$ cat src/rtl/sram_ctrl_pkg.sv
////////////////////////////////////////////////////////////////////////////
// Widths are fixed here for a 32-bit Wishbone bus over a 16-bit SRAM
// Only linear incrementing bursts are supported and BTE is not carried
////////////////////////////////////////////////////////////////////////////
package sram_ctrl_pkg;

    // Wishbone side
    localparam int WB_DATA_W = 32;
    localparam int WB_SEL_W  = 4;
    localparam int WB_ADDR_W = 32;

    // SRAM side, 1M words of 16 bits
    localparam int SRAM_DATA_W = 16;
    localparam int SRAM_ADDR_W = 20;
    localparam int SRAM_SEL_W  = SRAM_DATA_W / 8;

    // Half-word accesses per Wishbone beat, low half first
    localparam int SRAM_HALVES = WB_DATA_W / SRAM_DATA_W;
    localparam int HALF_IDX_W  = $clog2(SRAM_HALVES);

    // Word-pair address held per beat
    localparam int BEAT_ADDR_W   = SRAM_ADDR_W - HALF_IDX_W;
    // Byte address bit where the beat address starts
    localparam int BEAT_ADDR_LSB = $clog2(WB_SEL_W);

    // Cycle type identifier width
    localparam int CTI_W = 3;

    // Wishbone B4 cycle types
    typedef enum logic [CTI_W-1:0] {
        CTI_CLASSIC  = 3'b000,
        CTI_CONSTANT = 3'b001,
        CTI_INCR     = 3'b010,
        CTI_EOB      = 3'b111
    } cti_e;

    // Control FSM states
    typedef enum logic [1:0] {
        ST_IDLE = 2'd0,
        ST_LO   = 2'd1,
        ST_HI   = 2'd2,
        ST_ACK  = 2'd3
    } sram_state_e;

    // Active half of the beat
    // Value doubles as the SRAM address LSB
    typedef enum logic [HALF_IDX_W-1:0] {
        HALF_LO = HALF_IDX_W'(0),
        HALF_HI = HALF_IDX_W'(1)
    } sram_half_e;

endpackage

$ cat src/rtl/sram_wb_fsm.sv
////////////////////////////////////////////////////////////////////////////
// Three cycles per beat: low half, high half, ack
// Master must hold cyc, stb, we and cti stable until it sees ack
////////////////////////////////////////////////////////////////////////////
module sram_wb_fsm
    import sram_ctrl_pkg::*;
(
    input  logic       i_wb_clk,
    input  logic       i_rst_n,
    input  logic       i_wb_cyc,
    input  logic       i_wb_stb,
    input  logic       i_wb_we,
    input  cti_e       i_wb_cti,
    output logic       o_start,
    output logic       o_step,
    output sram_half_e o_active_half,
    output logic       o_access,
    output logic       o_wr_phase,
    output logic       o_capture_lo,
    output logic       o_load_rdata,
    output logic       o_wb_ack,
    output logic       o_sram_ce_n,
    output logic       o_sram_oe_n
);

    sram_state_e state_r;
    sram_state_e state_next;
    logic        we_r;
    logic        req;
    logic        burst_more;

    // Beat requested by the master
    assign req = i_wb_cyc && i_wb_stb;

    // Only an incrementing burst keeps going after ack
    // Constant address bursts end like classic cycles
    assign burst_more = req && (i_wb_cti == CTI_INCR);

    // Accepting edge of a new beat from idle
    assign o_start = (state_r == ST_IDLE) && req;

    // Next beat of a burst, address moves on
    assign o_step = (state_r == ST_ACK) && burst_more;

    always_comb begin
        state_next = state_r;
        case (state_r)
            ST_IDLE: begin
                if (req) begin
                    state_next = ST_LO;
                end
            end
            ST_LO: begin
                state_next = ST_HI;
            end
            ST_HI: begin
                state_next = ST_ACK;
            end
            ST_ACK: begin
                // Classic, EOB or dropped stb all return to idle
                state_next = burst_more ? ST_LO : ST_IDLE;
            end
            default: begin
                state_next = ST_IDLE;
            end
        endcase
    end

    always_ff @(posedge i_wb_clk or negedge i_rst_n) begin
        if (!i_rst_n) begin
            state_r  <= ST_IDLE;
            we_r     <= 1'b0;
            o_wb_ack <= 1'b0;
        end else begin
            state_r  <= state_next;
            // Ack registered so it is high for exactly ST_ACK
            o_wb_ack <= (state_next == ST_ACK);
            // Direction latched per beat
            if (o_start || o_step) begin
                we_r <= i_wb_we;
            end
        end
    end

    // SRAM is only touched in the two half-word states
    assign o_access      = (state_r == ST_LO) || (state_r == ST_HI);
    assign o_active_half = (state_r == ST_HI) ? HALF_HI : HALF_LO;
    assign o_wr_phase    = o_access && we_r;

    // Read strobes, sampled by the gather block at the state's closing edge
    assign o_capture_lo = (state_r == ST_LO) && !we_r;
    assign o_load_rdata = (state_r == ST_HI) && !we_r;

    // Chip enable for any access, output enable for reads only
    assign o_sram_ce_n = !o_access;
    assign o_sram_oe_n = !(o_access && !we_r);

endmodule

$ cat src/rtl/sram_addr_gen.sv
////////////////////////////////////////////////////////////////////////////
// Address must be 4-byte aligned, bits 1:0 are dropped
// Bursts are linear and wrap silently at the top of the SRAM
////////////////////////////////////////////////////////////////////////////
module sram_addr_gen
    import sram_ctrl_pkg::*;
(
    input  logic                   i_wb_clk,
    input  logic                   i_rst_n,
    input  logic [WB_ADDR_W-1:0]   i_wb_addr,
    input  logic                   i_start,
    input  logic                   i_step,
    input  sram_half_e             i_active_half,
    output logic [SRAM_ADDR_W-1:0] o_sram_addr
);

    // Word-pair address of the current beat
    logic [BEAT_ADDR_W-1:0] beat_addr_r;
    logic [BEAT_ADDR_W-1:0] beat_addr_next;

    always_comb begin
        beat_addr_next = beat_addr_r;
        if (i_start) begin
            // First beat takes the master's address
            beat_addr_next = i_wb_addr[BEAT_ADDR_LSB +: BEAT_ADDR_W];
        end else if (i_step) begin
            // Incrementing burst counts internally
            beat_addr_next = beat_addr_r + BEAT_ADDR_W'(1);
        end
    end

    always_ff @(posedge i_wb_clk or negedge i_rst_n) begin
        if (!i_rst_n) begin
            beat_addr_r <= '0;
        end else begin
            beat_addr_r <= beat_addr_next;
        end
    end

    // Half index is the SRAM word address LSB
    assign o_sram_addr = {beat_addr_r, i_active_half};

endmodule

$ cat src/rtl/sram_wr_slicer.sv
////////////////////////////////////////////////////////////////////////////
// Data-out and its enable are separate ports, the pad joins them
// A half with no selected byte is skipped without a write pulse
////////////////////////////////////////////////////////////////////////////
module sram_wr_slicer
    import sram_ctrl_pkg::*;
(
    input  logic [WB_DATA_W-1:0]   i_wb_data,
    input  logic [WB_SEL_W-1:0]    i_wb_sel,
    input  sram_half_e             i_active_half,
    input  logic                   i_access,
    input  logic                   i_wr_phase,
    output logic [SRAM_DATA_W-1:0] o_sram_dq,
    output logic                   o_sram_dq_oe,
    output logic                   o_sram_we_n,
    output logic                   o_sram_lb_n,
    output logic                   o_sram_ub_n
);

    logic [SRAM_DATA_W-1:0] half_data;
    logic [SRAM_SEL_W-1:0]  half_sel;

    // Little endian, low half-word goes first
    always_comb begin
        if (i_active_half == HALF_HI) begin
            half_data = i_wb_data[SRAM_DATA_W +: SRAM_DATA_W];
            half_sel  = i_wb_sel[SRAM_SEL_W +: SRAM_SEL_W];
        end else begin
            half_data = i_wb_data[0 +: SRAM_DATA_W];
            half_sel  = i_wb_sel[0 +: SRAM_SEL_W];
        end
    end

    // Byte strobes follow the selects on reads and writes alike
    assign o_sram_lb_n = !(i_access && half_sel[0]);
    assign o_sram_ub_n = !(i_access && half_sel[1]);

    // Write pulse only if this half carries a byte
    assign o_sram_we_n = !(i_wr_phase && (|half_sel));

    // Drive the bus for the whole write phase
    assign o_sram_dq_oe = i_wr_phase;
    assign o_sram_dq    = half_data;

endmodule

$ cat src/rtl/sram_rd_gather.sv
////////////////////////////////////////////////////////////////////////////
// Read data is valid from the ack cycle until the next read beat loads
// SRAM data is sampled at the closing edge of each half-word state
////////////////////////////////////////////////////////////////////////////
module sram_rd_gather
    import sram_ctrl_pkg::*;
(
    input  logic                   i_wb_clk,
    input  logic                   i_rst_n,
    input  logic [SRAM_DATA_W-1:0] i_sram_dq,
    input  logic                   i_capture_lo,
    input  logic                   i_load_rdata,
    output logic [WB_DATA_W-1:0]   o_wb_data
);

    // Low half-word held across ST_HI
    logic [SRAM_DATA_W-1:0] lo_half_r;

    always_ff @(posedge i_wb_clk) begin
        if (i_capture_lo) begin
            lo_half_r <= i_sram_dq;
        end
    end

    // High half taken live, so no extra cycle is spent
    always_ff @(posedge i_wb_clk or negedge i_rst_n) begin
        if (!i_rst_n) begin
            o_wb_data <= '0;
        end else if (i_load_rdata) begin
            o_wb_data <= {i_sram_dq, lo_half_r};
        end
    end

endmodule

$ cat src/rtl/sram_wb_top.sv
////////////////////////////////////////////////////////////////////////////
// Wishbone B4 slave for a 1M x 16 async SRAM, classic and linear bursts
// No stall output, each beat takes three clocks
////////////////////////////////////////////////////////////////////////////
module sram_wb_top
    import sram_ctrl_pkg::*;
(
    // Wishbone slave
    input  logic                   i_wb_clk,
    input  logic                   i_rst_n,
    input  logic                   i_wb_cyc,
    input  logic                   i_wb_stb,
    input  logic                   i_wb_we,
    input  cti_e                   i_wb_cti,
    input  logic [WB_SEL_W-1:0]    i_wb_sel,
    input  logic [WB_ADDR_W-1:0]   i_wb_addr,
    input  logic [WB_DATA_W-1:0]   i_wb_data,
    output logic [WB_DATA_W-1:0]   o_wb_data,
    output logic                   o_wb_ack,

    // SRAM pins, dq split into out, enable and in
    output logic                   o_sram_ce_n,
    output logic                   o_sram_oe_n,
    output logic                   o_sram_we_n,
    output logic                   o_sram_lb_n,
    output logic                   o_sram_ub_n,
    output logic [SRAM_ADDR_W-1:0] o_sram_addr,
    output logic [SRAM_DATA_W-1:0] o_sram_dq,
    output logic                   o_sram_dq_oe,
    input  logic [SRAM_DATA_W-1:0] i_sram_dq
);

    logic       start;
    logic       step;
    sram_half_e active_half;
    logic       access;
    logic       wr_phase;
    logic       capture_lo;
    logic       load_rdata;

    // Sequencing and bus handshake
    sram_wb_fsm u_fsm (
        .i_wb_clk      (i_wb_clk),
        .i_rst_n       (i_rst_n),
        .i_wb_cyc      (i_wb_cyc),
        .i_wb_stb      (i_wb_stb),
        .i_wb_we       (i_wb_we),
        .i_wb_cti      (i_wb_cti),
        .o_start       (start),
        .o_step        (step),
        .o_active_half (active_half),
        .o_access      (access),
        .o_wr_phase    (wr_phase),
        .o_capture_lo  (capture_lo),
        .o_load_rdata  (load_rdata),
        .o_wb_ack      (o_wb_ack),
        .o_sram_ce_n   (o_sram_ce_n),
        .o_sram_oe_n   (o_sram_oe_n)
    );

    // Beat address and burst counter
    sram_addr_gen u_addr_gen (
        .i_wb_clk      (i_wb_clk),
        .i_rst_n       (i_rst_n),
        .i_wb_addr     (i_wb_addr),
        .i_start       (start),
        .i_step        (step),
        .i_active_half (active_half),
        .o_sram_addr   (o_sram_addr)
    );

    // Write data and byte strobes
    sram_wr_slicer u_wr_slicer (
        .i_wb_data     (i_wb_data),
        .i_wb_sel      (i_wb_sel),
        .i_active_half (active_half),
        .i_access      (access),
        .i_wr_phase    (wr_phase),
        .o_sram_dq     (o_sram_dq),
        .o_sram_dq_oe  (o_sram_dq_oe),
        .o_sram_we_n   (o_sram_we_n),
        .o_sram_lb_n   (o_sram_lb_n),
        .o_sram_ub_n   (o_sram_ub_n)
    );

    // Read data assembly
    sram_rd_gather u_rd_gather (
        .i_wb_clk     (i_wb_clk),
        .i_rst_n      (i_rst_n),
        .i_sram_dq    (i_sram_dq),
        .i_capture_lo (capture_lo),
        .i_load_rdata (load_rdata),
        .o_wb_data    (o_wb_data)
    );

endmodule

$ cat config.mk
export PLATFORM = sky130hd
export DESIGN_NAME = sram_wb_top
export DESIGN_NICKNAME = d
export VERILOG_FILES = /design/src/rtl/sram_ctrl_pkg.sv /design/src/rtl/sram_wb_fsm.sv /design/src/rtl/sram_addr_gen.sv /design/src/rtl/sram_wr_slicer.sv /design/src/rtl/sram_rd_gather.sv /design/src/rtl/sram_wb_top.sv
export SDC_FILE = /design/constraint.sdc
export NUM_CORES = 1
export LEC_CHECK = 0
export ABC_AREA = 1
export BUFFER_PORTS_ARGS = -buffer_cell sky130_fd_sc_hd__clkbuf_2
export CELL_PAD_IN_SITES_DETAIL_PLACEMENT = 1
export CELL_PAD_IN_SITES_GLOBAL_PLACEMENT = 1
export CORE_UTILIZATION = 34
export DETAILED_ROUTE_END_ITERATION = 10
export PLACE_DENSITY_LB_ADDON = 0.1
export SYNTH_ARGS = -nofsm -noshare
export SYNTH_HDL_FRONTEND = slang
export SYNTH_SLANG_ARGS = --single-unit
$ cat constraint.sdc
create_clock -name i_wb_clk -period 2.2 [get_ports i_wb_clk]
set_input_delay 0.22 -clock i_wb_clk [delete_from_list [all_inputs] [get_ports i_wb_clk]]
set_output_delay 0.22 -clock i_wb_clk [all_outputs]
set_load 0.02 [all_outputs]
==> results.ini <==
[status]
outcome=completed

[placement]
io_buffers=153
gp_congestion=0.8159
dp.cells=668
dp_hpwl_um=7377

[yosys]
yosys_warnings=0
synth_area_per_cell_um2=9.245
synth_cells=386
ys_ff_latch=71
netlist_area_um2=3568
synth_fp_nets=483
synth_top_area_share=0.3857
synthDistinctLibCells=33
synth_area_leaders=dfrtp_1 (39%), edfxtp_1 (13%), nand2_1 (12%)
yosysTopAreaCell=dfrtp_1
synth-seq-area-share=0.5203

[timing]
maxSlewHeadroom=0.6404
period_minus_slack_ns=2.036
rsz0062_at_grt=false
worst_pin_slew_ns=0.5394
finalHoldViolCount=0
fmax_ghz=0.4912
finClkSkew_ns=0.01190
setup_viol=0
timing.final.crit_share=0.9254
setup_tns_ns=0
drv_slew=0

[cts]
cts-root-buf=clkbuf_8
clock_latency_ns=0.35
clk_pin_slew_worst_paths_ns=0.07
clk_path_buf_depth=2
cts_buffers=9
cts_tree=done
htree_levels=3
clkSinkCount=71

[route]
vias_per_cell=4.673
wl_per_cell_um=14.03
drt_iter0_drc=98
drt-total-wl_um=9624
ant_nets=0
remaining_drc_errors=0
firstDrtPassIters=4
via_count=3206

[global_routing]
grt.met1_usage=0.2347
grt_pass1_wl_um=16330
grt_pass1_vias=3346
grt_overflow=0
grt_start_max_net_pins=39
met3_usage=0.05075
grt_usage=0.1903
antenna_found_initial=0
met2_usage=0.3278
top_usage_layer=met2

[die]
die_h_um=104.4
dieWidth_um=104.4
rows=37
start_util=0.3488
die_area_um2=10910
num_io_pins=167
core_region_area_um2=10230

[worst_hold_path]
hold_class=in -> reg
min_from=i_sram_dq[0]
min_to=u_rd_gather.lo_half_r[0]$_DFFE_PP_
hold-path-cell-count=1

[critical_path]
crit_path_end_kind=output pin
crit_fanout=5
required_ns=1.98
cp-start-kind=flip-flop
reg2reg_depth=8
arrival_ns=1.82
rrSetupSlack_ns=0.45
reg2reg_from=u_fsm.state_r[0]$_DFF_PN0_
r2r-end=u_addr_gen.beat_addr_r[13]$_DFFE_PN0P_
worst-setup-path-type=reg -> out

[layout]
drive_gt1_frac=0.4127
fin_util=0.4617
instances_no_fill=686
antennaDiodeCount=0
fin_nets=643
syn2layout_area_growth_pct=32.36

[flow_run]
drv_cap=0

[power_and_ir_drop]
finalPower_mw=7.077
vdd_drop_max_v=0.0006877
powerDensity_nw_per_um2=1498
leakage_nw=2.408

## repair_timing
item	in CTS	in global routing
hold endpoints to repair	17	0
gates resized for setup	0	1
setup endpoints to repair	0	1
hold buffers	1	0
setup buffers	0	2
## worst max path at each step
stage | startpoint | to | slack, ns | cells after the start
after floorplan | u_fsm.state_r[0]$_DFF_PN0_ | o_sram_we_n | 0.38 | 7
after global placement | u_fsm.state_r[0]$_DFF_PN0_ | u_addr_gen.beat_addr_r[13]$_DFFE_PN0P_ | 0.45 | 8
after detailed placement | u_fsm.state_r[0]$_DFF_PN0_ | u_addr_gen.beat_addr_r[13]$_DFFE_PN0P_ | 0.38 | 8
after CTS | u_fsm.state_r[0]$_DFF_PN0_ | o_sram_we_n | 0.05 | 7
after global routing | u_fsm.state_r[0]$_DFF_PN0_ | o_sram_we_n | 0.02 | 7
final | u_fsm.state_r[0]$_DFF_PN0_ | o_sram_we_n | 0.16 | 7
## cells in the mapped netlist, drive strengths merged
cell and n:
o211ai 6, ha 5, inv 31, o21ai 19, nand3 21, nand3b 3
nor2 45, mux2 32, edfxtp 16, dfrtp 55, nor3 2, nand4 3
a21oi 3, nand2 119, or2 5, clkinv 1, buf 13, xor2 3
a31oi 2, xnor2 2
## logic make-up after synthesis
logic type / synth area share
simple gates: 0.2433
flops: 0.5203
buf+inv: 0.05856
mux: 0.1010
compound gates: 0.04698
xor+xnor: 0.01227
fa+ha+maj: 0.01753
## power by group
group          total (mW)  internal [mW]  switching (mW)  leakage (nW)
clock                1.16          0.665           0.491         0.112
sequential           2.38           1.94           0.436         0.804
combinational        3.54           1.30            2.24          1.49
## layer usage
layer  up-vias  wire (µm)
met5         -          0
met4         0         96
met3         9        563
met2       115       4854
met1      1514       4109
li1       1568          -
## placed cells by master (no fill, tap or decap)
cell,n
clkinv_1,1
mux2_1,9
inv_4,1
nand3b_1,3
a21oi_1,3
clkbuf_2,153
xor2_1,3
or2_2,5
dlygate4sd3_1,1
buf_12,1
clkbuf_8,10
nor2_4,2
o21ai_1,10
xnor2_1,2
bufinv_16,2
buf_4,7
ha_1,4
clkinv_4,2
edfxtp_1,16
o21ai_0,9
dfrtp_1,55
inv_1,27
nor2_2,7
mux2_2,23
clkinv_2,1
o211ai_1,6
nor3_1,1
nand2_2,6
nand2_4,1
a31oi_1,2
nand3_2,1
nor3_2,1
nand2_1,112
nor2_1,36
nand4_1,3
nand3_1,20
inv_2,3
ha_2,1
## cell type report
class / count / area (µm²)
timing repair buffer: 162 / 848.3
clock inverter: 5 / 82.58
tap: 136 / 170.2
inverter: 32 / 122.6
sequential: 71 / 1857
multi-input combinational: 270 / 1505
fill: 1256 / 5508
clock buffer: 10 / 137.6
## state kept, by name, indices dropped and copies added, names as in the netlist
signal	cells
u_rd_gather.o_wb_data	32
u_addr_gen.beat_addr_r	19
u_rd_gather.lo_half_r	16
u_fsm.state_r	2
u_fsm.o_wb_ack	1
u_fsm.we_r	1
## worst max-delay path, stage by stage (launching register included)
cell	delay, ns
dfrtp_1	0.40
inv_1	0.08
ha_2	0.22
or2_2	0.30
o211ai_1	0.12
nand2_1	0.08
nand2_1	0.10
clkbuf_2	0.18
## per-stage QoR
step	cell area, µm²	setup WS, ns	hold slack (ns)
floorplan	3568	0.3820	-0.07559
global placement	4476	0.4514	0.2348
detailed placement	4476	0.3848	0.2394
CTS	4706	0.05024	0.04528
global route	4723	0.01913	0.03984
finish	4723	0.1641	0.06383
Note: power is estimated with default switching activity, not from simulation.
